<file path="src/logic/fetchPkg.sv">
// Fetch stage definitions
`default_nettype none

package fetchPkg;

    localparam int DATA_W     = 16;
    localparam int IMEM_WORDS = 256;
    localparam int IMEM_AW    = $clog2(IMEM_WORDS);  // Word index width

    localparam logic [DATA_W-1:0] PC_STEP  = 16'd2;  // One halfword-aligned word
    localparam logic [DATA_W-1:0] NOP_WORD = 16'h0800;
    localparam logic [2:0]        LINK_REG_ADDR = 3'd7;

    // Immediate width selects for the execute stage
    localparam logic [2:0] IMM_S5  = 3'b000;
    localparam logic [2:0] IMM_S8  = 3'b010;
    localparam logic [2:0] IMM_D11 = 3'b100;

    localparam logic [1:0] LINK_NONE = 2'b00;
    localparam logic [1:0] LINK_PC   = 2'b01;  // Write back PC + 2

    typedef enum logic [4:0] {
        OP_HALT = 5'b00000,
        OP_NOP  = 5'b00001,
        OP_J    = 5'b00100,
        OP_JR   = 5'b00101,
        OP_JAL  = 5'b00110,
        OP_ADDI = 5'b01000,
        OP_BEQZ = 5'b01100,
        OP_ST   = 5'b10000,
        OP_LD   = 5'b10001,
        OP_LBI  = 5'b11000,
        OP_ALU  = 5'b11011
    } opcode_e;

    typedef struct packed {
        opcode_e    opcode;
        logic [2:0] rs;
        logic [2:0] rt;
        logic [2:0] rd;
        logic [1:0] func;
    } rFormat_t;

    typedef struct packed {
        opcode_e    opcode;
        logic [2:0] rs;
        logic [2:0] rd;
        logic [4:0] imm5;
    } iFormat_t;

    // Same word, field layout picked by opcode
    typedef union packed {
        rFormat_t r;
        iFormat_t i;
    } instrWord_t;

    typedef enum logic [1:0] {
        DEST_RS   = 2'b00,  // Bits 10:8
        DEST_RD_R = 2'b01,  // Bits 4:2
        DEST_R7   = 2'b10,
        DEST_RD_I = 2'b11   // Bits 7:5
    } destSel_e;

endpackage

`default_nettype wire

</file>
<file path="src/logic/decodeIf.sv">
// Decoder control bundle
`timescale 1ns/1ps
`default_nettype none

interface decodeIf;
    logic               regWrite;
    fetchPkg::destSel_e destSel;
    logic               memEnable;
    logic               memWr;
    logic               val2Reg;
    logic               aluSel;
    logic [2:0]         immSel;
    logic [1:0]         linkReg;
    logic               regJmp;
    logic               bFlag;
    logic               jFlag;
    logic               halt;
    logic               ctrlErr;
    logic               valid;

    modport decoder (
        output regWrite, destSel, memEnable, memWr, val2Reg, aluSel,
               immSel, linkReg, regJmp, bFlag, jFlag, halt, ctrlErr, valid
    );

    modport consumer (
        input regWrite, destSel, memEnable, memWr, val2Reg, aluSel,
              immSel, linkReg, regJmp, bFlag, jFlag, halt, ctrlErr, valid
    );
endinterface

`default_nettype wire

</file>
<file path="src/logic/controlDecoder.sv">
// Opcode control decoder
`timescale 1ns/1ps
`default_nettype none

module controlDecoder (
    input  fetchPkg::instrWord_t instr,
    decodeIf.decoder             ctl
);

    always_comb begin
        // Defaults describe a do-nothing word
        ctl.regWrite  = 1'b0;
        ctl.destSel   = fetchPkg::DEST_RD_I;
        ctl.memEnable = 1'b0;
        ctl.memWr     = 1'b0;
        ctl.val2Reg   = 1'b0;
        ctl.aluSel    = 1'b0;
        ctl.immSel    = fetchPkg::IMM_S5;
        ctl.linkReg   = fetchPkg::LINK_NONE;
        ctl.regJmp    = 1'b0;
        ctl.bFlag     = 1'b0;
        ctl.jFlag     = 1'b0;
        ctl.halt      = 1'b0;
        ctl.ctrlErr   = 1'b0;
        ctl.valid     = 1'b1;

        case (instr.r.opcode)
            fetchPkg::OP_HALT: begin
                ctl.halt = 1'b1;
            end
            fetchPkg::OP_NOP: begin
            end
            fetchPkg::OP_ADDI: begin
                ctl.regWrite = 1'b1;
                ctl.aluSel   = 1'b1;  // Immediate operand
            end
            fetchPkg::OP_LD: begin
                ctl.regWrite  = 1'b1;
                ctl.memEnable = 1'b1;
                ctl.val2Reg   = 1'b1;  // Write back memory data
                ctl.aluSel    = 1'b1;
            end
            fetchPkg::OP_ST: begin
                ctl.memEnable = 1'b1;
                ctl.memWr     = 1'b1;
                ctl.aluSel    = 1'b1;
            end
            fetchPkg::OP_ALU: begin
                ctl.regWrite = 1'b1;
                ctl.destSel  = fetchPkg::DEST_RD_R;
            end
            fetchPkg::OP_LBI: begin
                ctl.regWrite = 1'b1;
                ctl.destSel  = fetchPkg::DEST_RS;
                ctl.aluSel   = 1'b1;
                ctl.immSel   = fetchPkg::IMM_S8;
            end
            fetchPkg::OP_BEQZ: begin
                ctl.bFlag  = 1'b1;
                ctl.immSel = fetchPkg::IMM_S8;
            end
            fetchPkg::OP_J: begin
                ctl.jFlag  = 1'b1;
                ctl.immSel = fetchPkg::IMM_D11;
            end
            fetchPkg::OP_JR: begin
                ctl.jFlag  = 1'b1;
                ctl.regJmp = 1'b1;      // Target is rs + imm
                ctl.immSel = fetchPkg::IMM_S8;
            end
            fetchPkg::OP_JAL: begin
                ctl.jFlag    = 1'b1;
                ctl.regWrite = 1'b1;
                ctl.linkReg  = fetchPkg::LINK_PC;
                ctl.destSel  = fetchPkg::DEST_R7;
                ctl.immSel   = fetchPkg::IMM_D11;
            end
            default: begin
                // Opcode outside the supported subset
                ctl.ctrlErr = 1'b1;
                ctl.valid   = 1'b0;
            end
        endcase
    end

endmodule

`default_nettype wire

</file>
<file path="src/logic/fetchStage.sv">
// Fetch stage top
`timescale 1ns/1ps
`default_nettype none

module fetchStage (
    input  logic                        clk,
    input  logic                        rstN,
    input  logic                        pcSel,
    input  logic [fetchPkg::DATA_W-1:0] brnchAddr,
    input  logic [fetchPkg::DATA_W-1:0] rs,
    input  logic [fetchPkg::DATA_W-1:0] imm,
    input  logic                        imemWrEn,
    input  logic [fetchPkg::DATA_W-1:0] imemWrAddr,
    input  logic [fetchPkg::DATA_W-1:0] imemWrData,
    output logic [fetchPkg::DATA_W-1:0] pc,
    output logic [fetchPkg::DATA_W-1:0] instrC,
    output logic                        regWrite,
    output logic [2:0]                  writeRegAddr,
    output logic                        memEnable,
    output logic                        memWr,
    output logic                        val2Reg,
    output logic                        aluSel,
    output logic [2:0]                  immSel,
    output logic [1:0]                  linkReg,
    output logic                        regJmp,
    output logic                        bFlag,
    output logic                        jFlag,
    output logic                        halt,
    output logic                        ctrlErr
);

    fetchPkg::instrWord_t rawWord;
    fetchPkg::instrWord_t issuedWord;
    logic                 nopIns;
    logic                 pcStall;

    decodeIf issueCtl ();
    decodeIf checkCtl ();

    progCounter pcReg (
        .clk       (clk),
        .rstN      (rstN),
        .stall     (pcStall),
        .halt      (issueCtl.halt),
        .pcSel     (pcSel),
        .brnchAddr (brnchAddr),
        .regJmp    (issueCtl.regJmp),
        .rs        (rs),
        .imm       (imm),
        .pc        (pc)
    );

    instrMem imem (
        .clk    (clk),
        .addr   (pc),
        .wrEn   (imemWrEn),
        .wrAddr (imemWrAddr),
        .wrData (imemWrData),
        .rdData (rawWord)
    );

    hazardDetect hazDet (
        .clk      (clk),
        .rstN     (rstN),
        .rawInstr (rawWord),
        .chk      (checkCtl),
        .issue    (issueCtl),
        .nop      (nopIns),
        .stall    (pcStall)
    );

    // Bubble replaces the fetched word on a load-use hit
    assign issuedWord = nopIns ? fetchPkg::NOP_WORD : rawWord;
    assign instrC     = issuedWord;

    controlDecoder mainDec (.instr(issuedWord), .ctl(issueCtl));
    controlDecoder chkDec  (.instr(rawWord),    .ctl(checkCtl));  // Raw word for hazards

    always_comb begin
        case (issueCtl.destSel)
            fetchPkg::DEST_RS:   writeRegAddr = issuedWord.i.rs;
            fetchPkg::DEST_RD_R: writeRegAddr = issuedWord.r.rd;
            fetchPkg::DEST_R7:   writeRegAddr = fetchPkg::LINK_REG_ADDR;
            fetchPkg::DEST_RD_I: writeRegAddr = issuedWord.i.rd;
        endcase
    end

    assign regWrite  = issueCtl.regWrite;
    assign memEnable = issueCtl.memEnable;
    assign memWr     = issueCtl.memWr;
    assign val2Reg   = issueCtl.val2Reg;
    assign aluSel    = issueCtl.aluSel;
    assign immSel    = issueCtl.immSel;
    assign linkReg   = issueCtl.linkReg;
    assign regJmp    = issueCtl.regJmp;
    assign bFlag     = issueCtl.bFlag;
    assign jFlag     = issueCtl.jFlag;
    assign halt      = issueCtl.halt;
    assign ctrlErr   = issueCtl.ctrlErr;

endmodule

`default_nettype wire

</file>
<file path="src/logic/hazardDetect.sv">
// Load-use hazard detection
`timescale 1ns/1ps
`default_nettype none

module hazardDetect (
    input  logic                 clk,
    input  logic                 rstN,
    input  fetchPkg::instrWord_t rawInstr,
    decodeIf.consumer            chk,
    decodeIf.consumer            issue,
    output logic                 nop,
    output logic                 stall
);

    logic       ldPending;  // Last issued word was a load
    logic [2:0] ldDest;
    logic       nopPrev;
    logic       readsRs;
    logic       readsRt;
    logic       useHit;

    always_ff @(posedge clk) begin
        if (!rstN) begin
            ldPending <= 1'b0;
            nopPrev   <= 1'b0;
        end else begin
            ldPending <= issue.memEnable & issue.val2Reg;
            nopPrev   <= nop;
        end
    end

    // Issued word equals the raw word whenever a load goes out
    always_ff @(posedge clk) begin
        ldDest <= rawInstr.i.rd;
    end

    assign readsRs = (rawInstr.i.rs == ldDest);

    // Bits 7:5 are a source only for ALU ops and stores
    assign readsRt = ((rawInstr.r.opcode == fetchPkg::OP_ALU) | (chk.memEnable & chk.memWr))
                     & (rawInstr.r.rt == ldDest);

    assign useHit = ldPending & chk.valid & (readsRs | readsRt);

    // One bubble at most, the held word issues next cycle
    assign nop   = useHit & ~nopPrev;
    assign stall = nop;

    // A bubble must reach the pipeline as a word with no side effects
    bubbleQuiet: assert property (
        @(posedge clk) disable iff (!rstN)
        nop |-> !issue.regWrite && !issue.memEnable && !issue.jFlag && !issue.halt
    ) else $error("bubble issued with side effects");

endmodule

`default_nettype wire

</file>
<file path="src/logic/instrMem.sv">
// Instruction memory
`timescale 1ns/1ps
`default_nettype none

module instrMem (
    input  logic                        clk,
    input  logic [fetchPkg::DATA_W-1:0] addr,
    input  logic                        wrEn,
    input  logic [fetchPkg::DATA_W-1:0] wrAddr,
    input  logic [fetchPkg::DATA_W-1:0] wrData,
    output logic [fetchPkg::DATA_W-1:0] rdData
);

    logic [fetchPkg::DATA_W-1:0]  mem [fetchPkg::IMEM_WORDS];
    logic [fetchPkg::IMEM_AW-1:0] rdIdx;
    logic [fetchPkg::IMEM_AW-1:0] wrIdx;

    // Byte addresses, one word per halfword pair
    assign rdIdx = addr[fetchPkg::IMEM_AW:1];
    assign wrIdx = wrAddr[fetchPkg::IMEM_AW:1];

    // Combinational read keeps fetch in one cycle
    assign rdData = mem[rdIdx];

    // Program load port
    always_ff @(posedge clk) begin
        if (wrEn) begin
            mem[wrIdx] <= wrData;
        end
    end

endmodule

`default_nettype wire

</file>
<file path="src/logic/progCounter.sv">
// Program counter
`timescale 1ns/1ps
`default_nettype none

module progCounter (
    input  logic                        clk,
    input  logic                        rstN,
    input  logic                        stall,
    input  logic                        halt,
    input  logic                        pcSel,
    input  logic [fetchPkg::DATA_W-1:0] brnchAddr,
    input  logic                        regJmp,
    input  logic [fetchPkg::DATA_W-1:0] rs,
    input  logic [fetchPkg::DATA_W-1:0] imm,
    output logic [fetchPkg::DATA_W-1:0] pc
);

    logic [fetchPkg::DATA_W-1:0] pcNext;
    logic [fetchPkg::DATA_W-1:0] jmpTarget;

    assign jmpTarget = rs + imm;  // JR target

    // Highest priority first
    always_comb begin
        if (halt) begin
            pcNext = pc;
        end else if (stall) begin
            pcNext = pc;            // Load-use bubble
        end else if (pcSel) begin
            pcNext = brnchAddr;
        end else if (regJmp) begin
            pcNext = jmpTarget;
        end else begin
            pcNext = pc + fetchPkg::PC_STEP;
        end
    end

    always_ff @(posedge clk) begin
        if (!rstN) begin
            pc <= '0;
        end else begin
            pc <= pcNext;
        end
    end

    // Targets from later stages must stay word aligned
    pcAligned: assert property (
        @(posedge clk) disable iff (!rstN) pc[0] == 1'b0
    ) else $error("pc misaligned: %h", pc);

endmodule

`default_nettype wire

</file>
<file path="config.mk">
export PLATFORM = sky130hd
export DESIGN_NAME = fetchStage
export DESIGN_NICKNAME = d
export VERILOG_FILES = /design/src/logic/fetchPkg.sv /design/src/logic/decodeIf.sv /design/src/logic/controlDecoder.sv /design/src/logic/fetchStage.sv /design/src/logic/hazardDetect.sv /design/src/logic/instrMem.sv /design/src/logic/progCounter.sv
export SDC_FILE = /design/constraint.sdc
export NUM_CORES = 2
export LEC_CHECK = 0
export BUFFER_PORTS_ARGS = -buffer_cell sky130_fd_sc_hd__buf_2
export CAP_MARGIN = 40
export CORE_AREA = 2 2 600 602
export CTS_CLUSTER_DIAMETER = 100
export DETAILED_ROUTE_END_ITERATION = 8
export DIE_AREA = 0 0 602 604
export SYNTH_ARGS = -nofsm -noshare
export SYNTH_HDL_FRONTEND = slang
export SYNTH_SLANG_ARGS = --single-unit
</file>
<file path="constraint.sdc">
create_clock -name clk -period 10.1 [get_ports clk]
set_input_delay 2.02 -clock clk [delete_from_list [all_inputs] [get_ports clk]]
set_output_delay 2.02 -clock clk [all_outputs]
set_load 0.01 [all_outputs]
</file>
Word level (Yosys, flattened, before mapping)
Memories as Yosys holds them, arrays and structs flattened. A register that Yosys moved wholly into a read port is not among the register bits.
Index checks and enable logic that the tools add are counted.
{"block": "word_totals", "regBits": 21, "ramBits": 4096, "in_bits": 84, "out_inout_bits": 50, "word_cells": 80, "mem_count": 1}
{"memory": "imem.mem", "words": 256, "width": 16, "read_ports": 1, "rd_ports_with_merged_regs": 1, "wr": 1, "line": "instrMem.sv:14", "source": "logic [fetchPkg::DATA_W-1:0] mem [fetchPkg::IMEM_WORDS];"}
{"block": "classes", "addsub": 2, "n_eq_ne": 25, "n_mux": 24, "n_bitwise": 11, "n_reduce_logical": 13}
{"operator": "16-bit two-way mux", "count": 3}
{"operator": "5-bit equality test (second input constant)", "count": 8}
{"operator": "5-bit by 3-bit equality test with 1-bit output (second input constant)", "count": 6}
{"operator": "11-bit OR reduction", "count": 2}
{"operator": "5-bit by 4-bit equality test with 1-bit output (second input constant)", "count": 4}
{"operator": "16-bit adder", "count": 1}
{"operator": "16-bit by 2-bit adder with 16-bit output (second input constant)", "count": 1}
{"operator": "1-bit two-way mux", "count": 16}
{"operator": "8-bit two-way mux", "count": 2}
{"operator": "3-bit case mux with 4 select lines", "count": 1}
{"operator": "5-bit by 1-bit equality test with 1-bit output (second input constant)", "count": 2}
{"operator": "5-bit zero test", "count": 2}
{"operator": "1-bit bitwise AND", "count": 6}
{"operator": "3-bit equality test", "count": 2}
{"operator": "2-bit case mux with 3 select lines", "count": 1}
{"operator": "3-bit case mux with 2 select lines", "count": 1}
{"operator": "2-bit OR reduction", "count": 3}
{"operator": "3-bit OR reduction", "count": 2}
{"operator": "5-bit OR reduction", "count": 1}
{"operator": "2-bit equality test (second input constant)", "count": 2}
{"operator": "4-bit OR reduction", "count": 1}
{"operator": "1-bit inverter", "count": 3}
{"operator": "2-bit by 1-bit equality test with 1-bit output (second input constant)", "count": 1}
{"operator": "2-bit zero test", "count": 1}
{"operator": "other kinds (2)", "count": 3}

Logic depth before layout (Yosys ltp)
{"block": "depth", "ltp_word": 16, "depth_mapped": 22, "mapped_depth_nobuf": 15}

Cells and area by module
A second synthesis with hierarchy kept.
{"block": "unflattened", "hier_cells": 7738, "hier_area_um2": 161262.2}
{"mod": "instrMem", "n_inst": 1, "cells_each": 7344, "area_each_um2": 158394.4, "seq_area_each_um2": 122998.0}
{"mod": "progCounter", "n_inst": 1, "cells_each": 255, "area_each_um2": 1869.3, "seq_area_each_um2": 320.3}
{"mod": "controlDecoder", "n_inst": 2, "cells_each": 46, "area_each_um2": 301.5, "seq_area_each_um2": 0.0}
{"mod": "hazardDetect", "n_inst": 1, "cells_each": 20, "area_each_um2": 219.0, "seq_area_each_um2": 100.1}
{"mod": "fetchStage", "n_inst": 1, "cells_each": 27, "area_each_um2": 176.4, "seq_area_each_um2": 0.0}

Least setup slack after synthesis
No wires, ideal clock.
{"block": "synth_path", "path_type": "reg-to-output", "start": "reg (tool-made name)", "end": "out instrC[0] (netlist bit)", "arrival_ns": 4.592, "required_time_ns": 8.080, "setup_slack_ns": 3.488, "stages_incl_launch_ff": 15, "n_path_buf": 9, "cell_sequence": "dfxtp_1 buf_4 buf_2 buf_2 buf_2 buf_2 buf_2 clkbuf_1 buf_1 clkbuf_1 mux4_2 mux4_2 mux4_2 mux4_2 nor2b_1"}
{"element": "end, declared", "line": "fetchStage.sv:16", "source": "output logic [fetchPkg::DATA_W-1:0] instrC,"}

==> run metrics <==
P&R area growth vs syn=14.12%; vias in the first global route=77,489; Placer Congestion=0.9226; kind of critical path=reg -> out; Setup crit end kind=output port; Syn Area/Cell=22.87 sq um; CP dominant cell by count=buf_4; Async SR Flop Fraction=0%; clock group share of total power=34.0%; antenna-violating nets left=0; Worst-path clk slew=0.06 ns; part of the power in registers=44.8%; area of the multi-input gates=34,820 sq um; cts repair resizes=0; Final Hold Fails=0; HPWL after DPL=274,200 microns; Max stage delay cell, worst path=dfxtp_4; Vias=78,615; Setup violations, final=0; Core Box Area=357,600 sq um; Synth area leaders=edfxtp_1 (77%), mux4_2 (16%), mux2i_1 (0.88%), nor2_1 (0.81%), nand2_1 (0.38%); minimum clock period=9.615 ns; f_max=104.0 MHz; dominant cell type by area after synthesis=edfxtp_1; fill count=27,642; Post-Synthesis Cells=7,001; Die Footprint=363,600 sq um; CP top delay family=buffers and inverters; unrepaired setup endpoints after global routing=no; cell area power density=232.6 nW/um^2; crit path max fanout=85; Synth Register Bits=4,125; nets=7,742; sw frac=28.15%; Synth Flop Type=edfxtp_1; synthesized area=160,100 sq um; NetSw=0.01197 W; WL final=442,700 microns; Congestion Overflow GR=0; drt wl/cell=34.70 microns; Row Count=220; total negative setup slack=0 ns; period utilisation layout=95.19%; placed instance count=12,000; IO Count=134; Pre-Repair DR Iteration Count=6; Chip Height=604 microns; clk_lat worst skew=0.98 ns; LEAKAGE=56.18 nW; Reg area=123,600 sq um; clock sink count=4,125; clock root buffer=clkbuf_16; status=complete, no violations; CTS Hold Bufs=0; detailed-route vias per instance=6.161; DRC Markers=0; Post-synth EDFFs=4,096; initial antenna violation count=28; Seq/Total Area, Yosys=77.17%; Setup Fix Bufs, Post-CTS=0; TritonCTS buffer count=405; top cell type's share of synthesized area=76.81%; Synth Warn #=0; CP Data Arrival Time=7.59 ns; synth unique cells=80; worst-margin pin slew=1.057 ns; DR iter-0 viols=11,261; CP Data Required Time=8.08 ns; Worst Clk Skew=0.05998 ns; starting density of the core=44.79%; Peak VDD IR=0.0001525 V; Slew headroom=29.53%; clk buf depth=4; TritonCTS clock tree=done; Buffers on Ports=123; startpoint types=flip-flop; Hold Crit Class=reg -> reg; Chip Width=602 microns; maxcap violations=0; share of cells above drive strength 1=32.40%; worst path bufs/invs=7; largest net degree at the start of global routing=141; htree depth=5; critical path's largest stage delay=0.71 ns; Layout Cells excl Fill=12,760; Total Routing Usage GR=24.09%; Internal Dissipation=0.03055 W; combinational share of power=21.2%; Max Slew Vio Count=0; first-pass GRT wire length=612,700 microns; Cell Chain, Critical Path=buf_16 > buf_12 > buf_4 > mux4_2 > a22oi_1 > a21oi_1 > o21a_1 > nor4_1 > xnor2_1 > nor3_1 > o21ai_1 > o41ai_4 > buf_4 > and2_1 > buf_4 > nor4_4 > buf_4 > buf_2
layer usage:
metal	wire [microns]	global-route usage, %	vias up	part of all wire (%)
li1	-	-	31168	-
met1	176700	34.23	42798	40
met2	209300	37.90	3975	47
met3	39790	4.228	672	9.0
met4	16940	8.368	2	3.8
met5	13	0	-	0.0029
cells in the final DEF, fill, tap and decap left out, drive strengths merged, types with 55 or more instances in the layout:
cell	n
a21oi	55
mux4	1169
edfxtp	4096
nand2	162
buf	604
mux2i	140
clkinv	186
a22oi	76
nor2	347
clkbuf	527
nand3	66
sequential cells by signal (all words and copies together) (netlist names), named ones only:
register / cells
pcReg.pc: 16
hazDet.ldPending: 1
hazDet.ldDest: 3
hazDet.nopPrev: 1
imem.mem: 4096
worst min-delay path, cell delays in order (launching register included):
cell	delay, ns
dfxtp_1	0.31
a21oi_1	0.11
a311oi_1	0.05
cell families after synthesis:
group,synth area share (%)
AOI/OAI and AO/OA,1.544
other,0.002342
buffers and inverters,1.425
DFF,77.17
muxes,17.49
and+or+nand+nor,2.077
adders and majority gates,0.1375
xor gates and xnor gates,0.1531
Yosys cell counts (all sizes together), types with 16 or more instances:
library cell  count
o211ai           16
nand3            66
o21ai            23
nor2            347
xnor2            23
dfxtp            29
nor2b            33
edfxtp         4096
inv              27
nand2           162
mux2i           140
nor3             25
a22oi            76
nand4            24
a21oi            55
mux2             25
mux4           1169
buf             243
o22ai            21
ha               16
clkbuf          147
power by group through the flow:
| stage | combinational (W) | sequential [W] | clock [W] |
|---|---|---|---|
| after CTS | 0.00900 | 0.0191 | 0.0147 |
| final | 0.00901 | 0.0191 | 0.0144 |
| after global placement | 0.00887 | 0.0194 | 0 |
| after global routing | 0.00929 | 0.0191 | 0.0153 |
| after floorplan | 0.00527 | 0.0193 | 0 |
| after detailed placement | 0.00898 | 0.0194 | 0 |
final timing paths:
path	to	slack (ns)	from	depth (start not counted)
worst max register to register	flip-flop	3.07	flip-flop	17
worst min register to register	pcReg.pc[0]$_SDFFE_PN0P_	0.51	pcReg.pc[0]$_SDFFE_PN0P_	2
worst min-delay path	pcReg.pc[0]$_SDFFE_PN0P_	0.51	pcReg.pc[0]$_SDFFE_PN0P_	2
worst max-delay path	val2Reg	0.49	flip-flop	18
layout make-up:
class / count / share of cell area (%)
diodes: 17 / 0.02328
clock buffers: 509 / 5.931
clock inverters: 227 / 0.9346
inverters: 27 / 0.06025
multi-input cells: 2460 / 19.06
flip-flops and latches: 4125 / 67.63
well taps: 4773 / 3.268
repair buffers: 622 / 3.093
metrics by stage:
stage          hold WS [ns]  utilization [%]  cell area, sq um  power, W  worst slack [ns]
5_1_grt              0.5708            51.10            182700   0.04363            0.3137
4_1_cts              0.5168            51.06            182600   0.04272            0.4452
6_report             0.5120            51.11            182700   0.04251            0.4855
2_1_floorplan        0.5326                -            160100   0.02456             3.488
3_5_place_dp         0.5104            47.55            170000   0.02840             1.495
3_3_place_gp         0.5110            47.16            168600   0.02830            0.9930
Note: power is estimated with default switching activity, not from simulation.
